===== config.mk =====
export PLATFORM = sky130hd
export DESIGN_NAME = lisp_core
export DESIGN_NICKNAME = d
export VERILOG_FILES = /design/src/isa_pkg.sv /design/src/core_pkg.sv /design/src/insn_unit.sv /design/src/alu.sv /design/src/stack_datapath.sv /design/src/control_fsm.sv /design/src/lisp_core.sv
export SDC_FILE = /design/constraint.sdc
export NUM_CORES = 1
export LEC_CHECK = 0
export BUFFER_PORTS_ARGS = -buffer_cell sky130_fd_sc_hd__buf_2
export CORE_MARGIN = 2
export CORE_UTILIZATION = 55
export CTS_BUF_LIST = sky130_fd_sc_hd__clkbuf_2 sky130_fd_sc_hd__clkbuf_4 sky130_fd_sc_hd__clkbuf_8
export CTS_CLUSTER_SIZE = 20
export DETAILED_ROUTE_END_ITERATION = 10
export PLACE_DENSITY = 0.73
export SYNTH_ARGS = -nofsm -noshare
export SYNTH_HDL_FRONTEND = slang
export SYNTH_SLANG_ARGS = --single-unit

===== constraint.sdc =====
create_clock -name clk -period 10.7 [get_ports clk]
set_clock_uncertainty 0.1 [all_clocks]
set_input_delay 1.07 -clock clk [delete_from_list [all_inputs] [get_ports clk]]
set_output_delay 1.07 -clock clk [all_outputs]
set_load 0.005 [all_outputs]

===== src/isa_pkg.sv =====
`default_nettype none

package isa_pkg;

	// Word layout
	localparam int WORD_SIZE = 20;
	localparam int DATA_W = 16;
	localparam int TAG_W = WORD_SIZE - DATA_W;
	localparam int OPCODE_W = 5;
	localparam int SLOT_W = 2;

	typedef logic [WORD_SIZE-1:0] word_t;
	typedef logic [DATA_W-1:0] data_t;
	typedef logic [TAG_W-1:0] tag_t;

	// Word address with the slot number in the two low bits
	typedef logic [WORD_SIZE+SLOT_W-1:0] ip_t;

	typedef enum logic [OPCODE_W-1:0] {
		OP_NOP = 5'd0,
		OP_POP = 5'd3,
		OP_LOAD = 5'd4,
		OP_STORE = 5'd5,
		OP_ADD = 5'd6,
		OP_SUB = 5'd7,
		OP_GTR = 5'd9,
		OP_GTE = 5'd10,
		OP_EQ = 5'd11,
		OP_NEQ = 5'd12,
		OP_DUP = 5'd13,
		OP_AND = 5'd16,
		OP_OR = 5'd17,
		OP_XOR = 5'd18,
		OP_LSHIFT = 5'd19,
		OP_RSHIFT = 5'd20,
		OP_PUSH = 5'd25,
		OP_GOTO = 5'd26,
		OP_BFALSE = 5'd27
	} opcode_e;

	// Slot 3 has no bits left over for a parameter
	localparam logic [SLOT_W-1:0] LAST_SLOT = 2'd3;

	// Opcodes 24 and up take the rest of the word as their parameter
	function automatic logic has_param(opcode_e op);
		return op[OPCODE_W-1] && op[OPCODE_W-2];
	endfunction

endpackage

`default_nettype wire


===== src/core_pkg.sv =====
`default_nettype none

package core_pkg;

	// Sequencer states
	typedef enum logic [2:0] {
		ST_IADDR_ISSUE,
		ST_DECODE,
		ST_GOT_NOS,
		ST_LOAD_TOS1,
		ST_PUSH_MEM_RESULT
	} state_e;

	// Next instruction pointer
	typedef enum logic [1:0] {
		IP_CURRENT,
		IP_NEXT,
		IP_BRANCH
	} ip_sel_e;

	// Next stack pointer
	typedef enum logic [1:0] {
		SP_CURRENT,
		SP_DEC,
		SP_INC
	} sp_sel_e;

	// Next top of stack
	typedef enum logic [1:0] {
		TOS_CURRENT,
		TOS_PARAM,
		TOS_ALU,
		TOS_MEM
	} tos_sel_e;

	// Memory port address
	typedef enum logic [1:0] {
		MA_IP,
		MA_SP,
		MA_TOS,
		MA_SP_MINUS_ONE
	} ma_sel_e;

	// Memory port write data
	typedef enum logic {
		MW_TOS,
		MW_MEM
	} mw_sel_e;

endpackage

`default_nettype wire


===== src/insn_unit.sv =====
`timescale 1ns/1ps
`default_nettype none

module insn_unit (
	input wire logic clk,
	input wire logic rst_n,
	input wire isa_pkg::word_t mem_read_value,
	input wire logic in_decode,
	input wire core_pkg::ip_sel_e ip_sel,
	output isa_pkg::opcode_e opcode,
	output isa_pkg::data_t param,
	output logic param_zero,
	output isa_pkg::data_t next_ip_word
);
	import isa_pkg::*;
	import core_pkg::*;

	ip_t ip;
	ip_t ip_next;
	word_t latched_word;
	word_t cur_word;
	logic [SLOT_W-1:0] slot;
	logic [WORD_SIZE-1:0] word_addr;
	logic [WORD_SIZE-1:0] branch_offset;

	// The fetched word is only on the read port during DECODE
	assign cur_word = in_decode ? mem_read_value : latched_word;
	assign slot = ip[SLOT_W-1:0];
	assign word_addr = ip[WORD_SIZE+SLOT_W-1:SLOT_W];

	// Slot alignment
	always_comb
	begin
		case (slot)
			2'd0:
			begin
				opcode = opcode_e'(cur_word[19:15]);
				param = {cur_word[14], cur_word[14:0]};
			end
			2'd1:
			begin
				opcode = opcode_e'(cur_word[14:10]);
				param = {{6{cur_word[9]}}, cur_word[9:0]};
			end
			2'd2:
			begin
				opcode = opcode_e'(cur_word[9:5]);
				param = {{11{cur_word[4]}}, cur_word[4:0]};
			end
			default:
			begin
				opcode = opcode_e'(cur_word[4:0]);
				param = '0;
			end
		endcase
	end

	assign param_zero = (param == '0);
	assign branch_offset = {{TAG_W{param[DATA_W-1]}}, param};

	always_comb
	begin
		case (ip_sel)
			IP_NEXT:
			begin
				// The parameter fills the rest of the word
				if (has_param(opcode))
					ip_next = {word_addr + 1'b1, 2'b00};
				else
					ip_next = ip + 1'b1;
			end
			IP_BRANCH:
				ip_next = {word_addr + branch_offset, 2'b00};
			default:
				ip_next = ip;
		endcase
	end

	assign next_ip_word = ip_next[DATA_W+SLOT_W-1:SLOT_W];

	always_ff @(posedge clk)
	begin
		if (!rst_n)
		begin
			// All ones so the first NEXT lands on word 0, slot 0
			ip <= '1;
			latched_word <= '0;
		end
		else
		begin
			ip <= ip_next;
			if (in_decode)
				latched_word <= mem_read_value;
		end
	end

	// A program never places a parameter opcode in the last slot
	assert property (@(posedge clk) disable iff (!rst_n)
		in_decode |-> !(has_param(opcode) && slot == LAST_SLOT));

endmodule

`default_nettype wire


===== src/alu.sv =====
`timescale 1ns/1ps
`default_nettype none

module alu (
	input wire isa_pkg::data_t a,
	input wire isa_pkg::data_t b,
	input wire isa_pkg::opcode_e alu_op,
	output isa_pkg::data_t result
);
	import isa_pkg::*;

	data_t diff;
	logic diff_zero;
	logic diff_neg;

	// Compares look at the sign and zero of the wrapped difference
	assign diff = a - b;
	assign diff_zero = (diff == '0);
	assign diff_neg = diff[DATA_W-1];

	always_comb
	begin
		case (alu_op)
			OP_ADD: result = a + b;
			OP_SUB: result = diff;
			OP_GTR: result = data_t'(!diff_neg && !diff_zero);
			OP_GTE: result = data_t'(!diff_neg);
			OP_EQ: result = data_t'(diff_zero);
			OP_NEQ: result = data_t'(!diff_zero);
			OP_AND: result = a & b;
			OP_OR: result = a | b;
			OP_XOR: result = a ^ b;
			// Shift counts of 16 or more clear the result
			OP_LSHIFT: result = a << b;
			OP_RSHIFT: result = a >> b;
			default: result = '0;
		endcase
	end

endmodule

`default_nettype wire


===== src/stack_datapath.sv =====
`timescale 1ns/1ps
`default_nettype none

module stack_datapath #(
	parameter int MEM_SIZE = 8192
) (
	input wire logic clk,
	input wire logic rst_n,
	input wire core_pkg::sp_sel_e sp_sel,
	input wire core_pkg::tos_sel_e tos_sel,
	input wire core_pkg::ma_sel_e ma_sel,
	input wire core_pkg::mw_sel_e mw_sel,
	input wire isa_pkg::data_t param,
	input wire isa_pkg::data_t next_ip_word,
	input wire isa_pkg::word_t mem_read_value,
	input wire isa_pkg::data_t alu_result,
	output isa_pkg::data_t alu_a,
	output logic tos_zero,
	output isa_pkg::word_t memory_address,
	output isa_pkg::word_t mem_write_value
);
	import isa_pkg::*;
	import core_pkg::*;

	localparam data_t SP_RESET = data_t'(MEM_SIZE - 8);

	word_t tos;
	word_t tos_next;
	tag_t tos_tag;
	data_t sp;
	data_t sp_next;
	data_t sp_dec;
	data_t sp_inc;

	assign tos_tag = tos[WORD_SIZE-1:DATA_W];
	assign alu_a = tos[DATA_W-1:0];
	assign tos_zero = (alu_a == '0);
	assign sp_dec = sp - 1'b1;
	assign sp_inc = sp + 1'b1;

	always_comb
	begin
		case (tos_sel)
			// Immediates are sign-extended across the tag bits
			TOS_PARAM: tos_next = {{TAG_W{param[DATA_W-1]}}, param};
			TOS_ALU: tos_next = {tos_tag, alu_result};
			TOS_MEM: tos_next = mem_read_value;
			default: tos_next = tos;
		endcase
	end

	always_comb
	begin
		case (sp_sel)
			SP_DEC: sp_next = sp_dec;
			SP_INC: sp_next = sp_inc;
			default: sp_next = sp;
		endcase
	end

	always_comb
	begin
		case (ma_sel)
			MA_SP: memory_address = word_t'(sp);
			MA_TOS: memory_address = word_t'(alu_a);
			MA_SP_MINUS_ONE: memory_address = word_t'(sp_dec);
			default: memory_address = word_t'(next_ip_word);
		endcase
	end

	// Store writes the next-of-stack straight from the read port
	assign mem_write_value = (mw_sel == MW_MEM) ? mem_read_value : tos;

	always_ff @(posedge clk)
	begin
		if (!rst_n)
		begin
			tos <= '0;
			sp <= SP_RESET;
		end
		else
		begin
			tos <= tos_next;
			sp <= sp_next;
		end
	end

	// Popping past the bottom of the stack is a program error
	assert property (@(posedge clk) disable iff (!rst_n)
		sp <= SP_RESET);

endmodule

`default_nettype wire


===== src/control_fsm.sv =====
`timescale 1ns/1ps
`default_nettype none

module control_fsm (
	input wire logic clk,
	input wire logic rst_n,
	input wire isa_pkg::opcode_e opcode,
	input wire logic param_zero,
	input wire logic tos_zero,
	output logic in_decode,
	output isa_pkg::opcode_e alu_op,
	output core_pkg::ip_sel_e ip_sel,
	output core_pkg::sp_sel_e sp_sel,
	output core_pkg::tos_sel_e tos_sel,
	output core_pkg::ma_sel_e ma_sel,
	output core_pkg::mw_sel_e mw_sel,
	output logic mem_write_enable
);
	import isa_pkg::*;
	import core_pkg::*;

	state_e state;
	state_e state_next;

	// Set while a bfalse finishes, its pointer is already final
	logic hold_ip;

	assign in_decode = (state == ST_DECODE);

	always_comb
	begin
		state_next = state;
		ip_sel = IP_CURRENT;
		sp_sel = SP_CURRENT;
		tos_sel = TOS_CURRENT;
		ma_sel = MA_IP;
		mw_sel = MW_TOS;
		mem_write_enable = 1'b0;
		alu_op = OP_NOP;

		case (state)
			ST_IADDR_ISSUE:
			begin
				ip_sel = IP_NEXT;
				state_next = ST_DECODE;
			end

			ST_DECODE:
			begin
				case (opcode)
					OP_PUSH, OP_DUP:
					begin
						// Spill the old top of stack below it
						ma_sel = MA_SP_MINUS_ONE;
						mw_sel = MW_TOS;
						mem_write_enable = 1'b1;
						sp_sel = SP_DEC;
						if (opcode == OP_PUSH)
							tos_sel = TOS_PARAM;
						state_next = ST_IADDR_ISSUE;
					end

					OP_POP:
					begin
						ma_sel = MA_SP;
						sp_sel = SP_INC;
						state_next = ST_PUSH_MEM_RESULT;
					end

					OP_LOAD:
					begin
						ma_sel = MA_TOS;
						state_next = ST_PUSH_MEM_RESULT;
					end

					OP_STORE, OP_ADD, OP_SUB, OP_GTR, OP_GTE, OP_EQ, OP_NEQ,
					OP_AND, OP_OR, OP_XOR, OP_LSHIFT, OP_RSHIFT:
					begin
						// Fetch the next-of-stack first
						ma_sel = MA_SP;
						state_next = ST_GOT_NOS;
					end

					OP_GOTO:
					begin
						// goto 0 is the halt idiom and spins in place from any slot
						ip_sel = param_zero ? IP_CURRENT : IP_BRANCH;
						state_next = ST_DECODE;
					end

					OP_BFALSE:
					begin
						ip_sel = tos_zero ? IP_BRANCH : IP_NEXT;
						ma_sel = MA_SP;
						sp_sel = SP_INC;
						state_next = ST_PUSH_MEM_RESULT;
					end

					default:
					begin
						ip_sel = IP_NEXT;
						state_next = ST_DECODE;
					end
				endcase
			end

			ST_GOT_NOS:
			begin
				sp_sel = SP_INC;
				if (opcode == OP_STORE)
				begin
					// Address in top of stack, value in next-of-stack
					ma_sel = MA_TOS;
					mw_sel = MW_MEM;
					mem_write_enable = 1'b1;
					state_next = ST_LOAD_TOS1;
				end
				else
				begin
					alu_op = opcode;
					tos_sel = TOS_ALU;
					ip_sel = IP_NEXT;
					state_next = ST_DECODE;
				end
			end

			ST_LOAD_TOS1:
			begin
				ma_sel = MA_SP;
				sp_sel = SP_INC;
				state_next = ST_PUSH_MEM_RESULT;
			end

			ST_PUSH_MEM_RESULT:
			begin
				tos_sel = TOS_MEM;
				ip_sel = hold_ip ? IP_CURRENT : IP_NEXT;
				state_next = ST_DECODE;
			end

			default:
				state_next = ST_IADDR_ISSUE;
		endcase
	end

	always_ff @(posedge clk)
	begin
		if (!rst_n)
		begin
			state <= ST_IADDR_ISSUE;
			hold_ip <= 1'b0;
		end
		else
		begin
			state <= state_next;
			if (state == ST_DECODE)
				hold_ip <= (opcode == OP_BFALSE);
		end
	end

	// Writes never land on a fetch cycle and never come back to back
	assert property (@(posedge clk) disable iff (!rst_n)
		mem_write_enable |-> (state != ST_IADDR_ISSUE) ##1 !mem_write_enable);

endmodule

`default_nettype wire


===== src/lisp_core.sv =====
`timescale 1ns/1ps
`default_nettype none

module lisp_core #(
	parameter int MEM_SIZE = 8192
) (
	input wire logic clk,
	input wire logic rst_n,
	output isa_pkg::word_t memory_address,
	input wire isa_pkg::word_t mem_read_value,
	output isa_pkg::word_t mem_write_value,
	output logic mem_write_enable
);
	import isa_pkg::*;
	import core_pkg::*;

	opcode_e opcode;
	opcode_e alu_op;
	data_t param;
	data_t next_ip_word;
	data_t alu_a;
	data_t alu_b;
	data_t alu_result;
	logic param_zero;
	logic tos_zero;
	logic in_decode;
	ip_sel_e ip_sel;
	sp_sel_e sp_sel;
	tos_sel_e tos_sel;
	ma_sel_e ma_sel;
	mw_sel_e mw_sel;

	// Second operand is always the next-of-stack from the read port
	assign alu_b = mem_read_value[DATA_W-1:0];

	insn_unit insn_unit_i (
		.clk(clk),
		.rst_n(rst_n),
		.mem_read_value(mem_read_value),
		.in_decode(in_decode),
		.ip_sel(ip_sel),
		.opcode(opcode),
		.param(param),
		.param_zero(param_zero),
		.next_ip_word(next_ip_word)
	);

	control_fsm control_fsm_i (
		.clk(clk),
		.rst_n(rst_n),
		.opcode(opcode),
		.param_zero(param_zero),
		.tos_zero(tos_zero),
		.in_decode(in_decode),
		.alu_op(alu_op),
		.ip_sel(ip_sel),
		.sp_sel(sp_sel),
		.tos_sel(tos_sel),
		.ma_sel(ma_sel),
		.mw_sel(mw_sel),
		.mem_write_enable(mem_write_enable)
	);

	stack_datapath #(
		.MEM_SIZE(MEM_SIZE)
	) stack_datapath_i (
		.clk(clk),
		.rst_n(rst_n),
		.sp_sel(sp_sel),
		.tos_sel(tos_sel),
		.ma_sel(ma_sel),
		.mw_sel(mw_sel),
		.param(param),
		.next_ip_word(next_ip_word),
		.mem_read_value(mem_read_value),
		.alu_result(alu_result),
		.alu_a(alu_a),
		.tos_zero(tos_zero),
		.memory_address(memory_address),
		.mem_write_value(mem_write_value)
	);

	alu alu_i (
		.a(alu_a),
		.b(alu_b),
		.alu_op(alu_op),
		.result(alu_result)
	);

endmodule

`default_nettype wire


-- After elaboration in Yosys (flattened, before gate mapping)
Index checks and enable logic that the tools add are counted.
- memories kept: 0
- output and inout port bits: 41
- bits of input ports: 22
- word-level logic and storage cells: 122
- RAM bits: 0
- register bits: 82
- latch bits: 0
- ROM bits: 0
- multiplexer cells: 34
- multipliers: 0
- divide/modulo/power cells: 0
- $add $sub $neg: 7
- bitwise operators: 4
- equality and inequality tests: 45
- reductions and logical operators: 22
- $lt $le $gt $ge: 0
- shift operators: 2
- operators by type and width (operator ; number):
    case mux 16 bit (11 select lines) ; 1
    case mux 16 bit (3 select lines) ; 2
    == test 5 bit (second input constant) ; 13
    case mux 20 bit (3 select lines) ; 1
    zero test 16 bit ; 3
    == test 5 x 4 -> 1 bit (second input constant) ; 9
    case mux 22 bit (2 select lines) ; 1
    two-way mux 20 bit ; 2
    case mux 16 bit (2 select lines) ; 1
    == test 5 x 3 -> 1 bit (second input constant) ; 6
    case mux 2 bit (3 select lines) ; 4
    adder 22 x 1 -> 22 bit (second input constant) ; 1
    two-way mux 22 bit ; 1
    adder 20 x 1 -> 20 bit (second input constant) ; 1
    adder 20 bit ; 1
    adder 16 x 1 -> 16 bit (second input constant) ; 1
    adder 16 bit ; 1
    AND 16 bit ; 1
    OR 16 bit ; 1
    OR reduction 16 bit ; 1
    << shifter 16 x 16 -> 16 bit ; 1
    right shift 16 x 16 -> 16 bit ; 1
    subtractor 16 x 1 -> 16 bit (second input constant) ; 1
    subtractor 16 bit ; 1
    other kinds (28) ; 58

-- Logic depth before layout (Yosys ltp)
- depth after elaboration: 10
- mapped depth: 22
- mapped depth without buffers: 18

-- Cells and area by module
Synthesis repeated with hierarchy kept, for this count alone.
- cell total of the unflattened synthesis: 1459
- area total of the unflattened synthesis: 10960.5 µm²
- modules (own cells, without submodules) (module ; cells each ; sequential area each (µm²) ; area an instance (µm²) ; times used):
    alu ; 593 ; 0.0 ; 3878.7 ; 1
    insn_unit ; 421 ; 760.7 ; 3348.2 ; 1
    stack_datapath ; 362 ; 720.7 ; 3134.3 ; 1
    control_fsm ; 83 ; 80.1 ; 599.3 ; 1

-- Worst setup path after synthesis
Ideal clock, no wire load.
- path type: input to output
- start point: input mem_read_value[4]
- end point: output memory_address[13]
- required time: 9.530 ns
- data arrival time: 4.364 ns
- stages: 18
- path slack: 5.166 ns
- path buffers: 1
- path through: nor4bb_1 -> a21oi_1 -> nand2b_1 -> a21boi_0 -> a21oi_1 -> nor2_1 -> nand3_1 -> nor4_1 -> or4_1 -> ha_1 -> clkbuf_1 -> inv_1 -> nand3_1 -> mux2i_1 -> a221oi_1 -> nand2_1 -> o211ai_1 -> o311ai_0
- longest elaborated chain between the ends: 9
- elaborated cells between the ends (all ways): 42
- classes of those cells: add/sub (1); eq/ne (23); mux (13); reduce/logical (5)
- RTL lines (item ; RTL line ; text):
    start, declared ; lisp_core.sv:10 ; input wire isa_pkg::word_t mem_read_value,
    two-way mux 20 bit (*) ; - ;
    case mux 5 bit (3 select lines) or case mux 16 bit (3 select lines) (tied branches) ; insn_unit.sv:34 ; case (slot)
    == test 5 x 4 -> 1 bit (tied with other cells) ; control_fsm.sv:50 ; case (opcode)
    OR reduction 16 bit (no source line) or two-way mux 2 bit (tied branches) ; - ;
    case mux 2 bit (3 select lines) ; control_fsm.sv:50 ;
    case mux 2 bit (4 select lines) ; control_fsm.sv:41 ; case (state)
    == test 2 bit or == test 2 x 1 -> 1 bit (tied branches) ; insn_unit.sv:63 ; case (ip_sel)
    case mux 22 bit (2 select lines) ; insn_unit.sv:63 ;
    case mux 16 bit (3 select lines) (*) ; stack_datapath.sv:63 ; case (ma_sel)
    end, declared ; lisp_core.sv:9 ; output isa_pkg::word_t memory_address,
Mark *: on every way between the ends. The rest lies on a longest branch, timed or not.

-- Worst setup path in the final report
- start point: register control_fsm_i.state[2]
- end point: output memory_address[14]
- longest elaborated chain between the ends: 10
- elaborated cells between the ends (all ways): 47
- classes of those cells: add/sub (1); eq/ne (27); mux (13); reduce/logical (6)
- RTL lines (item ; RTL line ; text):
    start, declared ; control_fsm.sv:22 ; state_e state;
    start signal, assigned ; control_fsm.sv:155 ; state <= state_next;
    == test 3 x 1 -> 1 bit ; control_fsm.sv:28, control_fsm.sv:41 ;
    two-way mux 20 bit ; - ;
    case mux 5 bit (3 select lines) or case mux 16 bit (3 select lines) (tied branches) ; insn_unit.sv:34 ;
    == test 5 x 4 -> 1 bit (tied with other cells) ; control_fsm.sv:50 ;
    OR reduction 16 bit (no source line) or two-way mux 2 bit (tied branches) ; - ;
    case mux 2 bit (3 select lines) ; control_fsm.sv:50 ;
    case mux 2 bit (4 select lines) ; control_fsm.sv:41 ;
    == test 2 bit or == test 2 x 1 -> 1 bit (tied branches) ; insn_unit.sv:63 ;
    case mux 22 bit (2 select lines) ; insn_unit.sv:63 ;
    case mux 16 bit (3 select lines) (*) ; stack_datapath.sv:63 ;
Marks and branches as above.

==> results.cfg <==
[grt]
overflow = 0
grt_pass1_vias = 10265
grt_max_degree = 79
grt_usage_pct = 38.5
grt_antenna_before_repair = 0
grt_pass1_wl_um = 59100

[status]
outcome = complete, no violations

[setup_path]
critPathKind = flip-flop to output port
critical_path.endpoint_type = output port
start_kind = flip-flop
slowest_stage = or3b_1
slowest_delay_ns = 0.93
crit_fanout = 33
arrival_ns = 6.41
worstPathCellList = or3b_1 -> mux2_2 -> a222oi_1 -> mux2_2 -> nand3_1 -> or4_1 -> ha_1 -> inv_1 -> nand2_1 -> nor2_1 -> nand2_1 -> o21ai_0 -> a221oi_1 -> a22oi_1 -> buf_2
critical_path_required_ns = 9.53

[cts]
htree_levels = 3
clock_latency_ns = 0.42
path_clk_slew_ns = 0.10
post_cts_buffers = 0
cts_buffers = 9
cts_tree = yes
ctsResizeCount = 0
clk_path_buf_depth = 2
cts_root_buf = clkbuf_8
cts.sinks = 78
cts_hold_buf = 0

[floorplanning]
rows = 49
ios = 63
die_w_um = 140
core_sq_mm = 0.0180
dieArea_sq_mm = 0.0196
die_h_um = 140
initial_core_util_pct = 56.3

[detailed_routing]
vias = 11419
drtPass1Iterations = 6
drt_iter0_markers = 1646
post-route-drc-count = 0
wl_per_cell_um = 23.3
detail-route-antenna-nets = 0
avgViaCountPerCell = 6.88
wirelength_um = 38700

[power_and_ir_drop]
p_per_area_mw_per_mm2 = 373
ir_worst_vdd_mv = 0.306
leakagePower_nw = 4.37
total_power_w = 0.00398

[run]
cap_violations = 0

[placement]
dp_hpwl_um = 28400
portBuffers = 58
place.gp.congestion = 1.04
dpl.cell_count = 1643

[sta]
finalHoldViolCount = 0
max_slew_margin_pct = 23.7
setup_viol = 0
maxSlewViolCount = 0
rsz0062_at_grt = false
whs_ns = 0.372
worst_pin_slew_ns = 1.14
post-route-period-util_pct = 70.8
fin_crit_ns = 7.58
fmax_mhz = 132
final.setup.tns_ns = 0

[hold_path]
hp-class = flip-flop to flip-flop

[logic_synthesis]
synthCells = 1441
syn_area_sq_mm = 0.0102
ys_seq_area_share_pct = 15.4
synthFlopType = dfxtp_1
ys_types = 87
synth.avg_cell_area_sq_um = 7.05
async_flop_share_pct = 0
synth_edf_count = 0
yosysWarnings = 0
ys_ff_latch = 78

[cells_and_area]
final_util_pct = 59.2
final_nets = 1522
n_fill_cell = 1783
instances_no_fill = 1659
syn_to_final_growth_pct = 5.09
n_antenna_cell = 0
final_layout_size_suffix_gt1_share_pct = 11.0
[path summary, 6_finish.rpt]
path	slack, ns	endpoint	depth (start not counted)	startpoint
worst max-delay path	3.12	memory_address[14]	15	control_fsm_i.state[2]
worst min-delay path	0.37	insn_unit_i.latched_word[18]	2	insn_unit_i.latched_word[18]
worst max register to register	4.45	stack_datapath_i.sp[15]	12	control_fsm_i.state[2]
worst min register to register	0.37	insn_unit_i.latched_word[18]	2	insn_unit_i.latched_word[18]
[report_power, final]
part	total [W]	leakage, nW	switching [W]	internal, W
clock	0.000265	0.105	0.000151	0.000114
sequential	0.000522	0.639	0.000133	0.000389
combinational	0.00319	3.63	0.00201	0.00118
total	0.00398	4.37	0.00230	0.00168
[registers in the layout, summed over array words and instances, names as in the netlist]
register and flops:
control_fsm_i.hold_ip 1, insn_unit_i.latched_word 20, control_fsm_i.state 3, stack_datapath_i.sp 16, stack_datapath_i.tos 20, insn_unit_i.ip 18
[synthesized netlist by cell type (all sizes together), types with 26 or more instances]
cell type,n,area [sq um]
a21oi,127,639
clkbuf,90,339
dfxtp,78,1560
ha,72,901
inv,64,240
mux2i,41,414
nand2,180,676
nand3,26,130
nor2,136,513
o21ai,124,621
or3,38,238
xnor2,34,298
[per-layer routing]
layer / share of wire, % / global-route usage, % / vias to the layer above
met5: 0 / 0 / -
met4: 5.2 / 17.2 / 0
met3: 11 / 7.78 / 144
met2: 43 / 58.8 / 722
met1: 41 / 52.4 / 5347
li1: - / - / 5206
[metrics by stage]
stage	worst slack, ns	instance area [sq um]
floorplan	5.17	10200
global placement	3.78	10400
detailed placement	3.66	10500
CTS	3.22	10700
global route	2.62	10700
finish	3.12	10700
[cell type report]
cell class | instances | area (sq um) | share of cell area, %
repair buffers | 84 | 488 | 4.57
flip-flops and latches | 78 | 1560 | 14.6
well taps | 229 | 287 | 2.69
clock buffers | 9 | 124 | 1.16
clock inverters | 7 | 86.3 | 0.809
inverters | 66 | 248 | 2.32
multi-input cells | 1186 | 7880 | 73.8
[cells in the final DEF (no fill, tap or decap), drive strengths merged, types with 38 or more instances in the layout]
master  instances
a21oi         127
buf            83
dfxtp          78
ha             72
inv            69
mux2i          41
nand2         180
nor2          136
o21ai         124
or3            38
[worst max-delay path: cells and delay by family, from the launching register on]
| kind | cells | cell delay, ns |
|---|---|---|
| muxes | 2 | 0.89 |
| and+or+nand+nor | 6 | 1.91 |
| buffers and inverters | 2 | 0.52 |
| DFF | 1 | 0.72 |
| AOI/OAI and AO/OA | 4 | 1.08 |
| adders and majority gates | 1 | 0.88 |
[kinds of logic (layout without fill, tap and decap cells)]
logic type	Yosys count	in the layout	synth area share (%)
fa+ha+maj	75	75	9.47
mux	69	69	8.89
simple gates	534	534	25.7
flops	78	78	15.4
xor+xnor	47	47	4.05
buf+inv	180	166	7.33
other cells	1	4	0.0369
compound gates	457	457	29.1
Power figures use the tool's default switching activity.
